### config.mk
export PLATFORM = sky130hd
export DESIGN_NAME = vga_axil_top
export DESIGN_NICKNAME = d
export VERILOG_FILES = /design/src/common/vga_pkg.sv /design/src/axil/vga_axil_slave_fsm.sv /design/src/hdl/vga_regfile.sv /design/src/video/vga_timing.sv /design/src/video/vga_pixel_gen.sv /design/src/hdl/vga_axil_top.sv
export VERILOG_INCLUDE_DIRS = /design/src /design/src/common
export SDC_FILE = /design/constraint.sdc
export NUM_CORES = 1
export LEC_CHECK = 0
export BUFFER_PORTS_ARGS = -buffer_cell sky130_fd_sc_hd__clkbuf_2
export CAP_MARGIN = 20
export CORE_MARGIN = 1.5
export CORE_UTILIZATION = 29
export CTS_BUF_LIST = sky130_fd_sc_hd__clkbuf_8
export DETAILED_ROUTE_END_ITERATION = 16
export SETUP_SLACK_MARGIN = 0.1
export SLEW_MARGIN = 15
export SYNTH_ARGS = -nofsm -noshare
export SYNTH_HDL_FRONTEND = slang
export SYNTH_SLANG_ARGS = --single-unit
### constraint.sdc
create_clock -name clk_if -period 2.15 [get_ports clk_if]
set_clock_uncertainty 0.2 [all_clocks]
set_input_delay 0 -clock clk_if [delete_from_list [all_inputs] [get_ports clk_if]]
set_output_delay 0 -clock clk_if [all_outputs]
set_load 0.005 [all_outputs]
### src/common/vga_macros.svh
`ifndef VGA_MACROS_SVH
`define VGA_MACROS_SVH

// AXI4-Lite bus
`define VGA_AXIL_ADDR_W   12
`define VGA_AXIL_DATA_W   32
`define VGA_NATIVE_ADDR_W 2   // four word registers

// horizontal timing in pixel clocks
`define VGA_H_ACTIVE 16
`define VGA_H_FP     2
`define VGA_H_SYNC   4
`define VGA_H_BP     2
`define VGA_H_TOTAL  (`VGA_H_ACTIVE + `VGA_H_FP + `VGA_H_SYNC + `VGA_H_BP)

// vertical timing in lines
`define VGA_V_ACTIVE 8
`define VGA_V_FP     1
`define VGA_V_SYNC   2
`define VGA_V_BP     1
`define VGA_V_TOTAL  (`VGA_V_ACTIVE + `VGA_V_FP + `VGA_V_SYNC + `VGA_V_BP)

// coordinate widths follow the totals
`define VGA_X_W $clog2(`VGA_H_TOTAL)
`define VGA_Y_W $clog2(`VGA_V_TOTAL)

`define VGA_COLOR_W     4
`define VGA_FRAME_CNT_W 16

`endif

### src/common/vga_pkg.sv
`include "vga_macros.svh"

package vga_pkg;

  typedef logic [`VGA_AXIL_ADDR_W-1:0]   axil_addr_t;
  typedef logic [`VGA_AXIL_DATA_W-1:0]   axil_data_t;
  typedef logic [`VGA_NATIVE_ADDR_W-1:0] native_addr_t;

  typedef enum logic [1:0] {
    OKAY   = 2'b00,
    SLVERR = 2'b10
  } axil_resp_e;

  // word addresses, byte address is four times these
  localparam native_addr_t REG_CTRL   = native_addr_t'(0);
  localparam native_addr_t REG_FG     = native_addr_t'(1);
  localparam native_addr_t REG_BG     = native_addr_t'(2);
  localparam native_addr_t REG_STATUS = native_addr_t'(3);

  typedef struct packed {
    logic [`VGA_AXIL_DATA_W-3*`VGA_COLOR_W-1:0] unused;
    logic [`VGA_COLOR_W-1:0]                    red;
    logic [`VGA_COLOR_W-1:0]                    green;
    logic [`VGA_COLOR_W-1:0]                    blue;
  } color_view_t;

  typedef struct packed {
    logic [`VGA_AXIL_DATA_W-3:0] unused;
    logic                        pattern;  // 0 solid, 1 checker
    logic                        enable;
  } ctrl_view_t;

  // the same data word decoded by register address
  typedef union packed {
    color_view_t color;
    ctrl_view_t  ctrl;
  } reg_word_u;

  // byte address to word address, upper bits alias
  function automatic native_addr_t to_native_addr(axil_addr_t addr);
    return addr[`VGA_NATIVE_ADDR_W+1:2];
  endfunction

endpackage

### src/axil/vga_axil_slave_fsm.sv
`timescale 1ns/100ps

module vga_axil_slave_fsm (
  input  logic                  clk_if,
  input  logic                  arst_n,

  input  vga_pkg::axil_addr_t   awaddr,
  input  logic                  awvalid,
  output logic                  awready,

  input  vga_pkg::axil_data_t   wdata,
  input  logic                  wvalid,
  output logic                  wready,

  output vga_pkg::axil_resp_e   bresp,
  output logic                  bvalid,
  input  logic                  bready,

  input  vga_pkg::axil_addr_t   araddr,
  input  logic                  arvalid,
  output logic                  arready,

  output vga_pkg::axil_data_t   rdata,
  output vga_pkg::axil_resp_e   rresp,
  output logic                  rvalid,
  input  logic                  rready,

  output vga_pkg::native_addr_t waddr,
  output vga_pkg::axil_data_t   wdata_native,
  output logic                  write_en,
  output vga_pkg::native_addr_t raddr,
  output logic                  read_en,
  input  vga_pkg::axil_data_t   rdata_native
);

  import vga_pkg::*;

  typedef enum logic [2:0] {
    ST_IDLE,
    ST_WR_STROBE,
    ST_WR_RESP,
    ST_RD_STROBE,
    ST_RD_WAIT,
    ST_RD_RESP
  } state_e;

  state_e state;
  state_e state_next;
  logic   write_req;
  logic   wr_accept;
  logic   rd_accept;

  assign write_req = awvalid && wvalid;  // address and data must arrive together
  assign wr_accept = (state == ST_IDLE) && write_req;
  assign rd_accept = (state == ST_IDLE) && !write_req && arvalid;  // writes win a tie

  assign awready = wr_accept;
  assign wready  = wr_accept;
  assign arready = rd_accept;

  assign write_en = (state == ST_WR_STROBE);
  assign read_en  = (state == ST_RD_STROBE);
  assign bvalid   = (state == ST_WR_RESP);
  assign rvalid   = (state == ST_RD_RESP);

  assign bresp = OKAY;
  assign rresp = OKAY;

  always_comb begin
    state_next = state;
    case (state)
      ST_IDLE: begin
        if (wr_accept) begin
          state_next = ST_WR_STROBE;
        end else if (rd_accept) begin
          state_next = ST_RD_STROBE;
        end
      end
      ST_WR_STROBE: state_next = ST_WR_RESP;
      ST_WR_RESP: begin
        if (bready) begin
          state_next = ST_IDLE;
        end
      end
      ST_RD_STROBE: state_next = ST_RD_WAIT;  // register file answers next cycle
      ST_RD_WAIT:   state_next = ST_RD_RESP;
      ST_RD_RESP: begin
        if (rready) begin
          state_next = ST_IDLE;
        end
      end
      default: state_next = ST_IDLE;
    endcase
  end

  always_ff @(posedge clk_if or negedge arst_n) begin
    if (!arst_n) begin
      state <= ST_IDLE;
    end else begin
      state <= state_next;
    end
  end

  always_ff @(posedge clk_if or negedge arst_n) begin
    if (!arst_n) begin
      waddr        <= '0;
      wdata_native <= '0;
      raddr        <= '0;
      rdata        <= '0;
    end else begin
      if (wr_accept) begin
        waddr        <= to_native_addr(awaddr);
        wdata_native <= wdata;
      end
      if (rd_accept) begin
        raddr <= to_native_addr(araddr);
      end
      if (state == ST_RD_WAIT) begin
        rdata <= rdata_native;  // held for the whole response phase
      end
    end
  end

endmodule

### src/hdl/vga_regfile.sv
`timescale 1ns/100ps
`include "vga_macros.svh"

module vga_regfile (
  input  logic                          clk_if,
  input  logic                          arst_n,
  input  logic                          write_en,
  input  vga_pkg::native_addr_t         waddr,
  input  vga_pkg::axil_data_t           wdata_native,
  input  logic                          read_en,
  input  vga_pkg::native_addr_t         raddr,
  input  logic                          frame_start,
  output vga_pkg::axil_data_t           rdata_native,
  output logic                          ctrl_enable,
  output logic                          ctrl_pattern,
  output logic [3*`VGA_COLOR_W-1:0]     fg_color,
  output logic [3*`VGA_COLOR_W-1:0]     bg_color,
  output logic [`VGA_FRAME_CNT_W-1:0]   frame_count
);

  import vga_pkg::*;

  reg_word_u wr_word;
  reg_word_u rd_word;

  assign wr_word = wdata_native;

  always_ff @(posedge clk_if or negedge arst_n) begin
    if (!arst_n) begin
      ctrl_enable  <= 1'b0;
      ctrl_pattern <= 1'b0;
      fg_color     <= '0;
      bg_color     <= '0;
    end else if (write_en) begin
      case (waddr)
        REG_CTRL: begin
          ctrl_enable  <= wr_word.ctrl.enable;
          ctrl_pattern <= wr_word.ctrl.pattern;
        end
        REG_FG: fg_color <= {wr_word.color.red, wr_word.color.green, wr_word.color.blue};
        REG_BG: bg_color <= {wr_word.color.red, wr_word.color.green, wr_word.color.blue};
        default: ;  // status is read only
      endcase
    end
  end

  always_ff @(posedge clk_if or negedge arst_n) begin
    if (!arst_n) begin
      frame_count <= '0;
    end else if (frame_start) begin
      frame_count <= frame_count + 1'b1;
    end
  end

  always_comb begin
    rd_word = '0;
    case (raddr)
      REG_CTRL: begin
        rd_word.ctrl.enable  = ctrl_enable;
        rd_word.ctrl.pattern = ctrl_pattern;
      end
      REG_FG: {rd_word.color.red, rd_word.color.green, rd_word.color.blue} = fg_color;
      REG_BG: {rd_word.color.red, rd_word.color.green, rd_word.color.blue} = bg_color;
      default: rd_word = axil_data_t'(frame_count);
    endcase
  end

  always_ff @(posedge clk_if or negedge arst_n) begin
    if (!arst_n) begin
      rdata_native <= '0;
    end else if (read_en) begin
      rdata_native <= rd_word;
    end
  end

endmodule

### src/video/vga_timing.sv
`timescale 1ns/100ps
`include "vga_macros.svh"

module vga_timing (
  input  logic                 clk_if,
  input  logic                 arst_n,
  input  logic                 enable,
  output logic                 hsync,
  output logic                 vsync,
  output logic                 de,
  output logic [`VGA_X_W-1:0]  x,
  output logic [`VGA_Y_W-1:0]  y,
  output logic                 frame_start
);

  typedef logic [`VGA_X_W-1:0] x_t;
  typedef logic [`VGA_Y_W-1:0] y_t;

  // each line and frame runs active, front porch, sync, back porch
  localparam x_t H_ACTIVE     = x_t'(`VGA_H_ACTIVE);
  localparam x_t H_SYNC_START = x_t'(`VGA_H_ACTIVE + `VGA_H_FP);
  localparam x_t H_SYNC_END   = x_t'(`VGA_H_ACTIVE + `VGA_H_FP + `VGA_H_SYNC);
  localparam x_t H_LAST       = x_t'(`VGA_H_TOTAL - 1);

  localparam y_t V_ACTIVE     = y_t'(`VGA_V_ACTIVE);
  localparam y_t V_SYNC_START = y_t'(`VGA_V_ACTIVE + `VGA_V_FP);
  localparam y_t V_SYNC_END   = y_t'(`VGA_V_ACTIVE + `VGA_V_FP + `VGA_V_SYNC);
  localparam y_t V_LAST       = y_t'(`VGA_V_TOTAL - 1);

  x_t h_cnt;
  y_t v_cnt;

  always_ff @(posedge clk_if or negedge arst_n) begin
    if (!arst_n) begin
      h_cnt <= '0;
      v_cnt <= '0;
    end else if (!enable) begin
      h_cnt <= '0;  // parked at the first pixel while off
      v_cnt <= '0;
    end else if (h_cnt == H_LAST) begin
      h_cnt <= '0;
      if (v_cnt == V_LAST) begin
        v_cnt <= '0;
      end else begin
        v_cnt <= v_cnt + 1'b1;
      end
    end else begin
      h_cnt <= h_cnt + 1'b1;
    end
  end

  assign hsync = !((h_cnt >= H_SYNC_START) && (h_cnt < H_SYNC_END));
  assign vsync = !((v_cnt >= V_SYNC_START) && (v_cnt < V_SYNC_END));
  assign de    = enable && (h_cnt < H_ACTIVE) && (v_cnt < V_ACTIVE);

  // first cycle of the first sync line
  assign frame_start = enable && (v_cnt == V_SYNC_START) && (h_cnt == '0);

  assign x = h_cnt;
  assign y = v_cnt;

endmodule

### src/video/vga_pixel_gen.sv
`timescale 1ns/100ps
`include "vga_macros.svh"

module vga_pixel_gen (
  input  logic                       clk_if,
  input  logic                       arst_n,
  input  logic                       hsync_in,
  input  logic                       vsync_in,
  input  logic                       de_in,
  input  logic [`VGA_X_W-1:0]        x,
  input  logic [`VGA_Y_W-1:0]        y,
  input  logic                       pattern,
  input  logic [3*`VGA_COLOR_W-1:0]  fg_color,
  input  logic [3*`VGA_COLOR_W-1:0]  bg_color,
  output logic                       hsync,
  output logic                       vsync,
  output logic                       de,
  output logic [`VGA_COLOR_W-1:0]    red,
  output logic [`VGA_COLOR_W-1:0]    green,
  output logic [`VGA_COLOR_W-1:0]    blue
);

  logic                      use_fg;
  logic [3*`VGA_COLOR_W-1:0] pixel_color;

  // checker squares are two pixels on a side
  assign use_fg      = pattern && (x[1] ^ y[1]);
  assign pixel_color = de_in ? (use_fg ? fg_color : bg_color) : '0;

  always_ff @(posedge clk_if or negedge arst_n) begin
    if (!arst_n) begin
      hsync <= 1'b1;
      vsync <= 1'b1;
      de    <= 1'b0;
      red   <= '0;
      green <= '0;
      blue  <= '0;
    end else begin
      hsync <= hsync_in;  // syncs follow the colour by one stage
      vsync <= vsync_in;
      de    <= de_in;
      {red, green, blue} <= pixel_color;
    end
  end

endmodule

### src/hdl/vga_axil_top.sv
`timescale 1ns/100ps
`include "vga_macros.svh"

module vga_axil_top (
  input  logic                     clk_if,
  input  logic                     arst_n,
  input  vga_pkg::axil_addr_t      awaddr,
  input  logic                     awvalid,
  output logic                     awready,
  input  vga_pkg::axil_data_t      wdata,
  input  logic                     wvalid,
  output logic                     wready,
  output vga_pkg::axil_resp_e      bresp,
  output logic                     bvalid,
  input  logic                     bready,
  input  vga_pkg::axil_addr_t      araddr,
  input  logic                     arvalid,
  output logic                     arready,
  output vga_pkg::axil_data_t      rdata,
  output vga_pkg::axil_resp_e      rresp,
  output logic                     rvalid,
  input  logic                     rready,
  output logic                     hsync,
  output logic                     vsync,
  output logic                     de,
  output logic [`VGA_COLOR_W-1:0]  red,
  output logic [`VGA_COLOR_W-1:0]  green,
  output logic [`VGA_COLOR_W-1:0]  blue
);

  import vga_pkg::*;

  native_addr_t              waddr;
  native_addr_t              raddr;
  axil_data_t                wdata_native;
  axil_data_t                rdata_native;
  logic                      write_en;
  logic                      read_en;
  logic                      ctrl_enable;
  logic                      ctrl_pattern;
  logic [3*`VGA_COLOR_W-1:0] fg_color;
  logic [3*`VGA_COLOR_W-1:0] bg_color;
  logic                      frame_start;
  logic                      tim_hsync;
  logic                      tim_vsync;
  logic                      tim_de;
  logic [`VGA_X_W-1:0]       x;
  logic [`VGA_Y_W-1:0]       y;

  vga_axil_slave_fsm i_slave_fsm (
    .clk_if, .arst_n,
    .awaddr, .awvalid, .awready,
    .wdata, .wvalid, .wready,
    .bresp, .bvalid, .bready,
    .araddr, .arvalid, .arready,
    .rdata, .rresp, .rvalid, .rready,
    .waddr, .wdata_native, .write_en,
    .raddr, .read_en, .rdata_native
  );

  vga_regfile i_regfile (
    .clk_if, .arst_n,
    .write_en, .waddr, .wdata_native,
    .read_en, .raddr, .rdata_native,
    .frame_start,
    .ctrl_enable, .ctrl_pattern,
    .fg_color, .bg_color,
    .frame_count ()  // only seen over the bus as the status register
  );

  vga_timing i_timing (
    .clk_if, .arst_n,
    .enable      (ctrl_enable),
    .hsync       (tim_hsync),
    .vsync       (tim_vsync),
    .de          (tim_de),
    .x, .y,
    .frame_start
  );

  vga_pixel_gen i_pixel_gen (
    .clk_if, .arst_n,
    .hsync_in    (tim_hsync),
    .vsync_in    (tim_vsync),
    .de_in       (tim_de),
    .x, .y,
    .pattern     (ctrl_pattern),
    .fg_color, .bg_color,
    .hsync, .vsync, .de,
    .red, .green, .blue
  );

endmodule

* Word-level counts from Yosys, hierarchy flattened
Index checks and enable logic that the tools add are counted.
** Word-level totals
- Output and inout port bits :: 56
- Bits of input ports :: 63
- Register bits :: 149
** Operators by class
- Bitwise gates (word level) :: 1
- Reductions and logical operators :: 23
- Magnitude comparators :: 6
- Multiplexer cells :: 15
- Eq/ne operators :: 16
- $add $sub $neg :: 3
** Operator list (count)
- $pmux W10 S3 :: 1
- $mux W12 :: 2
- $pmux W3 S6 :: 1
- $add A16 B1 Y16 const B :: 1
- $mux W4 :: 4
- $mux W3 :: 4
- $logic_and A1 B1 Y1 :: 11
- $lt A5 B5 Y1 const B :: 2
- $mux W5 :: 2
- $eq A4 B4 Y1 const B :: 2
- $lt A4 B4 Y1 const B :: 2
- $eq A3 B2 Y1 const B :: 2
- $eq A3 B3 Y1 const B :: 2
- $ne A2 B1 Y1 const B :: 3
- $pmux W2 S3 :: 1
- $reduce_and A2 Y1 :: 3
- $add A5 B1 Y5 const B :: 1
- $eq A5 B5 Y1 const B :: 1
- $ge A5 B5 Y1 const B :: 1
- $logic_not A5 Y1 :: 1
- $add A4 B1 Y4 const B :: 1
- $eq A2 B1 Y1 const B :: 2
- $eq A2 B2 Y1 const B :: 2
- $ge A4 B4 Y1 const B :: 1
- other kinds (8) :: 11

* Longest topological paths before layout
- Depth after elaboration :: 7
- Gate-level depth with buffers :: 6
- Mapped depth without buffers :: 6

* Hierarchy
Synthesis repeated with hierarchy kept, for this count alone.
** Second synthesis, totals
- Cells, all modules :: 505
- Area, all modules :: 6826.5 sq um
** By module, submodules not included
- vga_axil_slave_fsm :: cells each 175, instances 1, area an instance 2967.8 sq um, seq. area each 1776.7 sq um
- vga_regfile :: cells each 213, instances 1, area an instance 2662.6 sq um, seq. area each 1451.4 sq um
- vga_pixel_gen :: cells each 57, instances 1, area an instance 626.9 sq um, seq. area each 377.9 sq um
- vga_timing :: cells each 60, instances 1, area an instance 569.3 sq um, seq. area each 225.2 sq um

* Worst setup path before layout
No wires, ideal clock.
- Kind :: reg2reg
- Start :: register i_slave_fsm.state[1]
- End :: register i_regfile.bg_color[10]
- Arrival :: 1.606 ns
- Required time :: 1.825 ns
- Stages on the path, launching flop included :: 6
- Path slack :: 0.219 ns
- Period minus slack after synthesis :: 1.931 ns
- Path buffers :: 2
- Setup time :: 0.125 ns
- Path through :: dfrtp_1 -> buf_6 -> nand2b_4 -> or4b_4 -> buf_6 -> mux2_4
** On the way
- Cells in the longest elaborated chain, start to end :: 2
** RTL lines
- start: declaration :: line vga_axil_slave_fsm.sv:47 : state_e state;
- start signal: assignment :: line vga_axil_slave_fsm.sv:100 : state <= state_next;
- $eq A3 B1 Y1 :: line vga_axil_slave_fsm.sv:61 : assign write_en = (state == ST_WR_STROBE);
- $reduce_and A2 Y1 (no line)
- end signal: assignment :: line vga_regfile.sv:41 : REG_BG: bg_color <= {wr_word.color.red, wr_word.color.green, wr_word.color.blue};
- end: declaration :: line vga_regfile.sv:17 : output logic [3*`VGA_COLOR_W-1:0] bg_color,
Every way passes these cells.
A chain may end at the register's enable or synchronous reset.

* Final worst setup path
- Start :: register i_timing.h_cnt[4] (netlist: i_timing.x[4])
- End :: register i_regfile.frame_count[14]
** On the way
- Cells in the longest elaborated chain, start to end :: 2
** RTL lines
- start: declaration :: line vga_timing.sv:30 : x_t h_cnt;
- start signal: assignment :: line vga_timing.sv:48 : h_cnt <= h_cnt + 1'b1;
- $logic_not A5 Y1 :: line vga_timing.sv:57 : assign frame_start = enable && (v_cnt == V_SYNC_START) && (h_cnt == '0);
- $logic_and A1 B1 Y1 :: line vga_timing.sv:57
- end signal: assignment :: line vga_regfile.sv:51 : frame_count <= frame_count + 1'b1;
- end: declaration :: line vga_regfile.sv:18 : output logic [`VGA_FRAME_CNT_W-1:0] frame_count
Every way passes these cells.

==> impl_results.md <==
* Layout area overhead at 24.2%
* Fmax achieved at between 500 and 600 MHz
* Routed WL per cell at around 14 um
* Synthesized instance count at 418
* Worst skew pair latency at 0.43 ns
* TritonCTS buffer count at 17
* Gr ovfl total at 0
* Post-synth ARST share at 1.00
* CTS tree: done
* Kind of critical path: reg2reg
* Mean post-synth cell area at 12.5 um2
* Post-synth EDFFs at 0
* Synthesized cell area at 5230 um2
* Leak at between 3 and 4 nW
* # IOs at between 100 and 150
* Core area at 17500 um2
* Clock Sinks at 117
* CTS H-tree depth at 4
* Sequential power share at 0.462
* Comb pwr share at 0.277
* Power per standard cell area at approximately 1100 nW/um2
* Row count at 48
* Clock root cell: clkbuf_8
* Largest net degree at the start of global routing at 118
* ANT cells at 0
* Die area at between 15000 and 20000 um2
* Final period util at 0.904
* TNS Setup at 0 ns
* Routed Antenna Nets at 0
* VDD IR max at 434 uV
* Clock Pin Slew Worst Setup and Hold Paths at 0.07 ns
* Initial Util at 0.299
* Fin util at 0.372
* Worst Hold Class: in2async
* Top FF cell, synth: dfrtp_1
* Crit. End Element: flip-flop
* Number of synthesized register bits at 117
* Routed via count at 3417
* First-pass GRT wire length at ~18000 um
* Initial antenna violation count at 0
* Synth top area share at 0.550
* Slew Limit Fails at 0
* Placer's final routability congestion estimate at around 0.75
* DR vias/cell at 4.47
* Dpl cells at 700
* HPWL after DPL at 7550 um
* Startpoint types: flip-flop
* Fin area at 6500 um2
* Port bufs at between 50 and 60
* Total iterations of the first detailed-routing run at 4
* Crit Path Max Fanout at 8
* WP data required at 2.31 ns
* Sequential-to-total area share from yosys stat at 0.560
* Die H at 137 um
* Top cells by area, synth: dfrtp_1 55%, mux2_2 13%, buf_4 3.3%
* Status: complete, but fails checks
* Internal at 4.98 mW
* Starting DRT DRC Count at 206
* Area leader, netlist: dfrtp_1
* RSZ-0062 raised after global routing: yes
* Fin crit period at 1.94 ns
* Slew margin rel. at 0.584
* Non-filler instance count after layout at approximately 760
* Setup WS pre-CTS at 0.00165 ns
* Layout cells sized above 1 at 0.377
* Setup violations, final at 0
* Clock power frac at 0.261
* Fin nets at 596
* Worst r2r path cells at 5
* Violated checks: hold timing
* Total track usage at 0.125
* Final WS setup at 0.206 ns
* Area post-placement at 5780 um2
* Max-cap violations at 0
* Sw Ratio at 0.315
* Synthesis Warnings at 0
* Final WL at 10800 um
* Hold Fails Final Rpt at 3
* Die Span X at approximately 140 um
* DRC viols at 0
* Top cells by count, synth: 115 x dfrtp_1, 60 x mux2_2, 30 x nand2_1
* Vias in the first global route at 3471
* Hold_ws at -0.0154 ns
* Worst-Margin Slew at 0.624 ns
* Total power at 7.27 mW
* Fillers at 1739
* Count leader, synth: dfrtp_1
* CTS Buffer Depth at 2
* Distinct cells, synth at 45
* Arrival time worst endpoint at 2.10 ns
* Psw at 2.29 mW
==> repair_timing <==
action	4_1_cts	5_1_grt
pin swaps	1	0
resized for setup	3	4
hold endpoints to repair	136	0
hold buffers	22	0
setup endpoints to repair	4	6
setup buffers	1	10
==> state kept, by name, indices dropped and copies added, names as in the netlist <==
name / cells
i_regfile.frame_count: 16
i_regfile.rdata_native: 16
i_slave_fsm.rdata: 16
i_regfile.bg_color: 12
i_regfile.fg_color: 12
i_slave_fsm.wdata_native: 12
i_timing.x: 5
i_pixel_gen.blue: 4
i_pixel_gen.green: 4
i_pixel_gen.red: 4
i_timing.y: 4
i_slave_fsm.state: 3
i_slave_fsm.raddr: 2
i_slave_fsm.waddr: 2
i_pixel_gen.de: 1
i_pixel_gen.hsync: 1
i_pixel_gen.vsync: 1
i_regfile.ctrl_enable: 1
i_regfile.ctrl_pattern: 1
==> layout by cell type (no fill, tap or decap), types with 3 or more instances in the layout <==
cell	instances
clkbuf_8	20
xnor2_1	8
conb_1	20
o21ai_0	19
dfrtp_1	114
nor4_4	3
clkinvlp_4	6
inv_1	14
dlygate4sd3_1	22
xor2_1	11
nor2_1	24
nand3_1	11
nand4_1	3
mux2_4	10
ha_1	6
nand2_1	30
a22oi_1	10
mux2_2	60
a21oi_1	3
buf_4	29
clkbuf_2	57
nor3_1	7
mux2i_1	13
==> critical path, cell delays in order, from the launching register on <==
cell      delay [ns]
dfrtp_1         0.45
and4bb_4        0.38
nand4_1         0.20
buf_4           0.23
nor3_1          0.27
xnor2_1         0.15
==> path summary, 6_finish.rpt <==
kind	slack (ns)	startpoint	endpoint
setup / recovery	0.21	i_timing.x[4]$_DFF_PN0_	i_regfile.frame_count[14]$_DFFE_PN0P_
hold / removal	-0.02	arst_n	i_timing.x[4]$_DFF_PN0_
setup reg to reg	0.21	i_timing.x[4]$_DFF_PN0_	i_regfile.frame_count[14]$_DFFE_PN0P_
hold reg to reg	0.27	i_regfile.frame_count[15]$_DFFE_PN0P_	i_regfile.frame_count[15]$_DFFE_PN0P_
max in group asynchronous	1.29	arst_n	i_pixel_gen.red[0]$_DFF_PN0_
min in group clk_if	0.02	wvalid	i_slave_fsm.wdata_native[9]$_DFFE_PN0P_
==> cells by family after synthesis <==
family,count (synthesis),synth area share
simple gates,100,0.0992
xor+xnor,19,0.0318
other cells,1,0.000717
mux,85,0.191
buf+inv,53,0.0600
flops,117,0.560
fa+ha+maj,6,0.0143
compound gates,37,0.0426
==> area by class of cell <==
cell class | count | area, um2 | share of cell area
clock buffers | 20 | 275 | 0.0423
multi-input cells | 267 | 2100 | 0.324
clock inverters | 11 | 103 | 0.0158
flip-flops and latches | 117 | 2930 | 0.451
inverters | 14 | 52.6 | 0.00808
well taps | 225 | 282 | 0.0433
repair buffers | 110 | 754 | 0.116
==> metal layers <==
layer / share of wire / up-vias / track usage
li1: - / 1625 / -
met1: 0.47 / 1698 / 0.164
met2: 0.47 / 80 / 0.193
met3: 0.050 / 14 / 0.0375
met4: 0.013 / 0 / 0.0462
met5: 0 / - / 0
==> power by group through the flow <==
stage	registers (mW)	clock network, mW	logic, mW
floorplan	3.18	0	1.48
global placement	3.37	0	1.87
detailed placement	3.41	0	1.95
CTS	3.38	1.95	2.01
global route	3.47	2.05	2.24
finish	3.36	1.90	2.01
No activity file was read; power rests on OpenSTA's default activity.
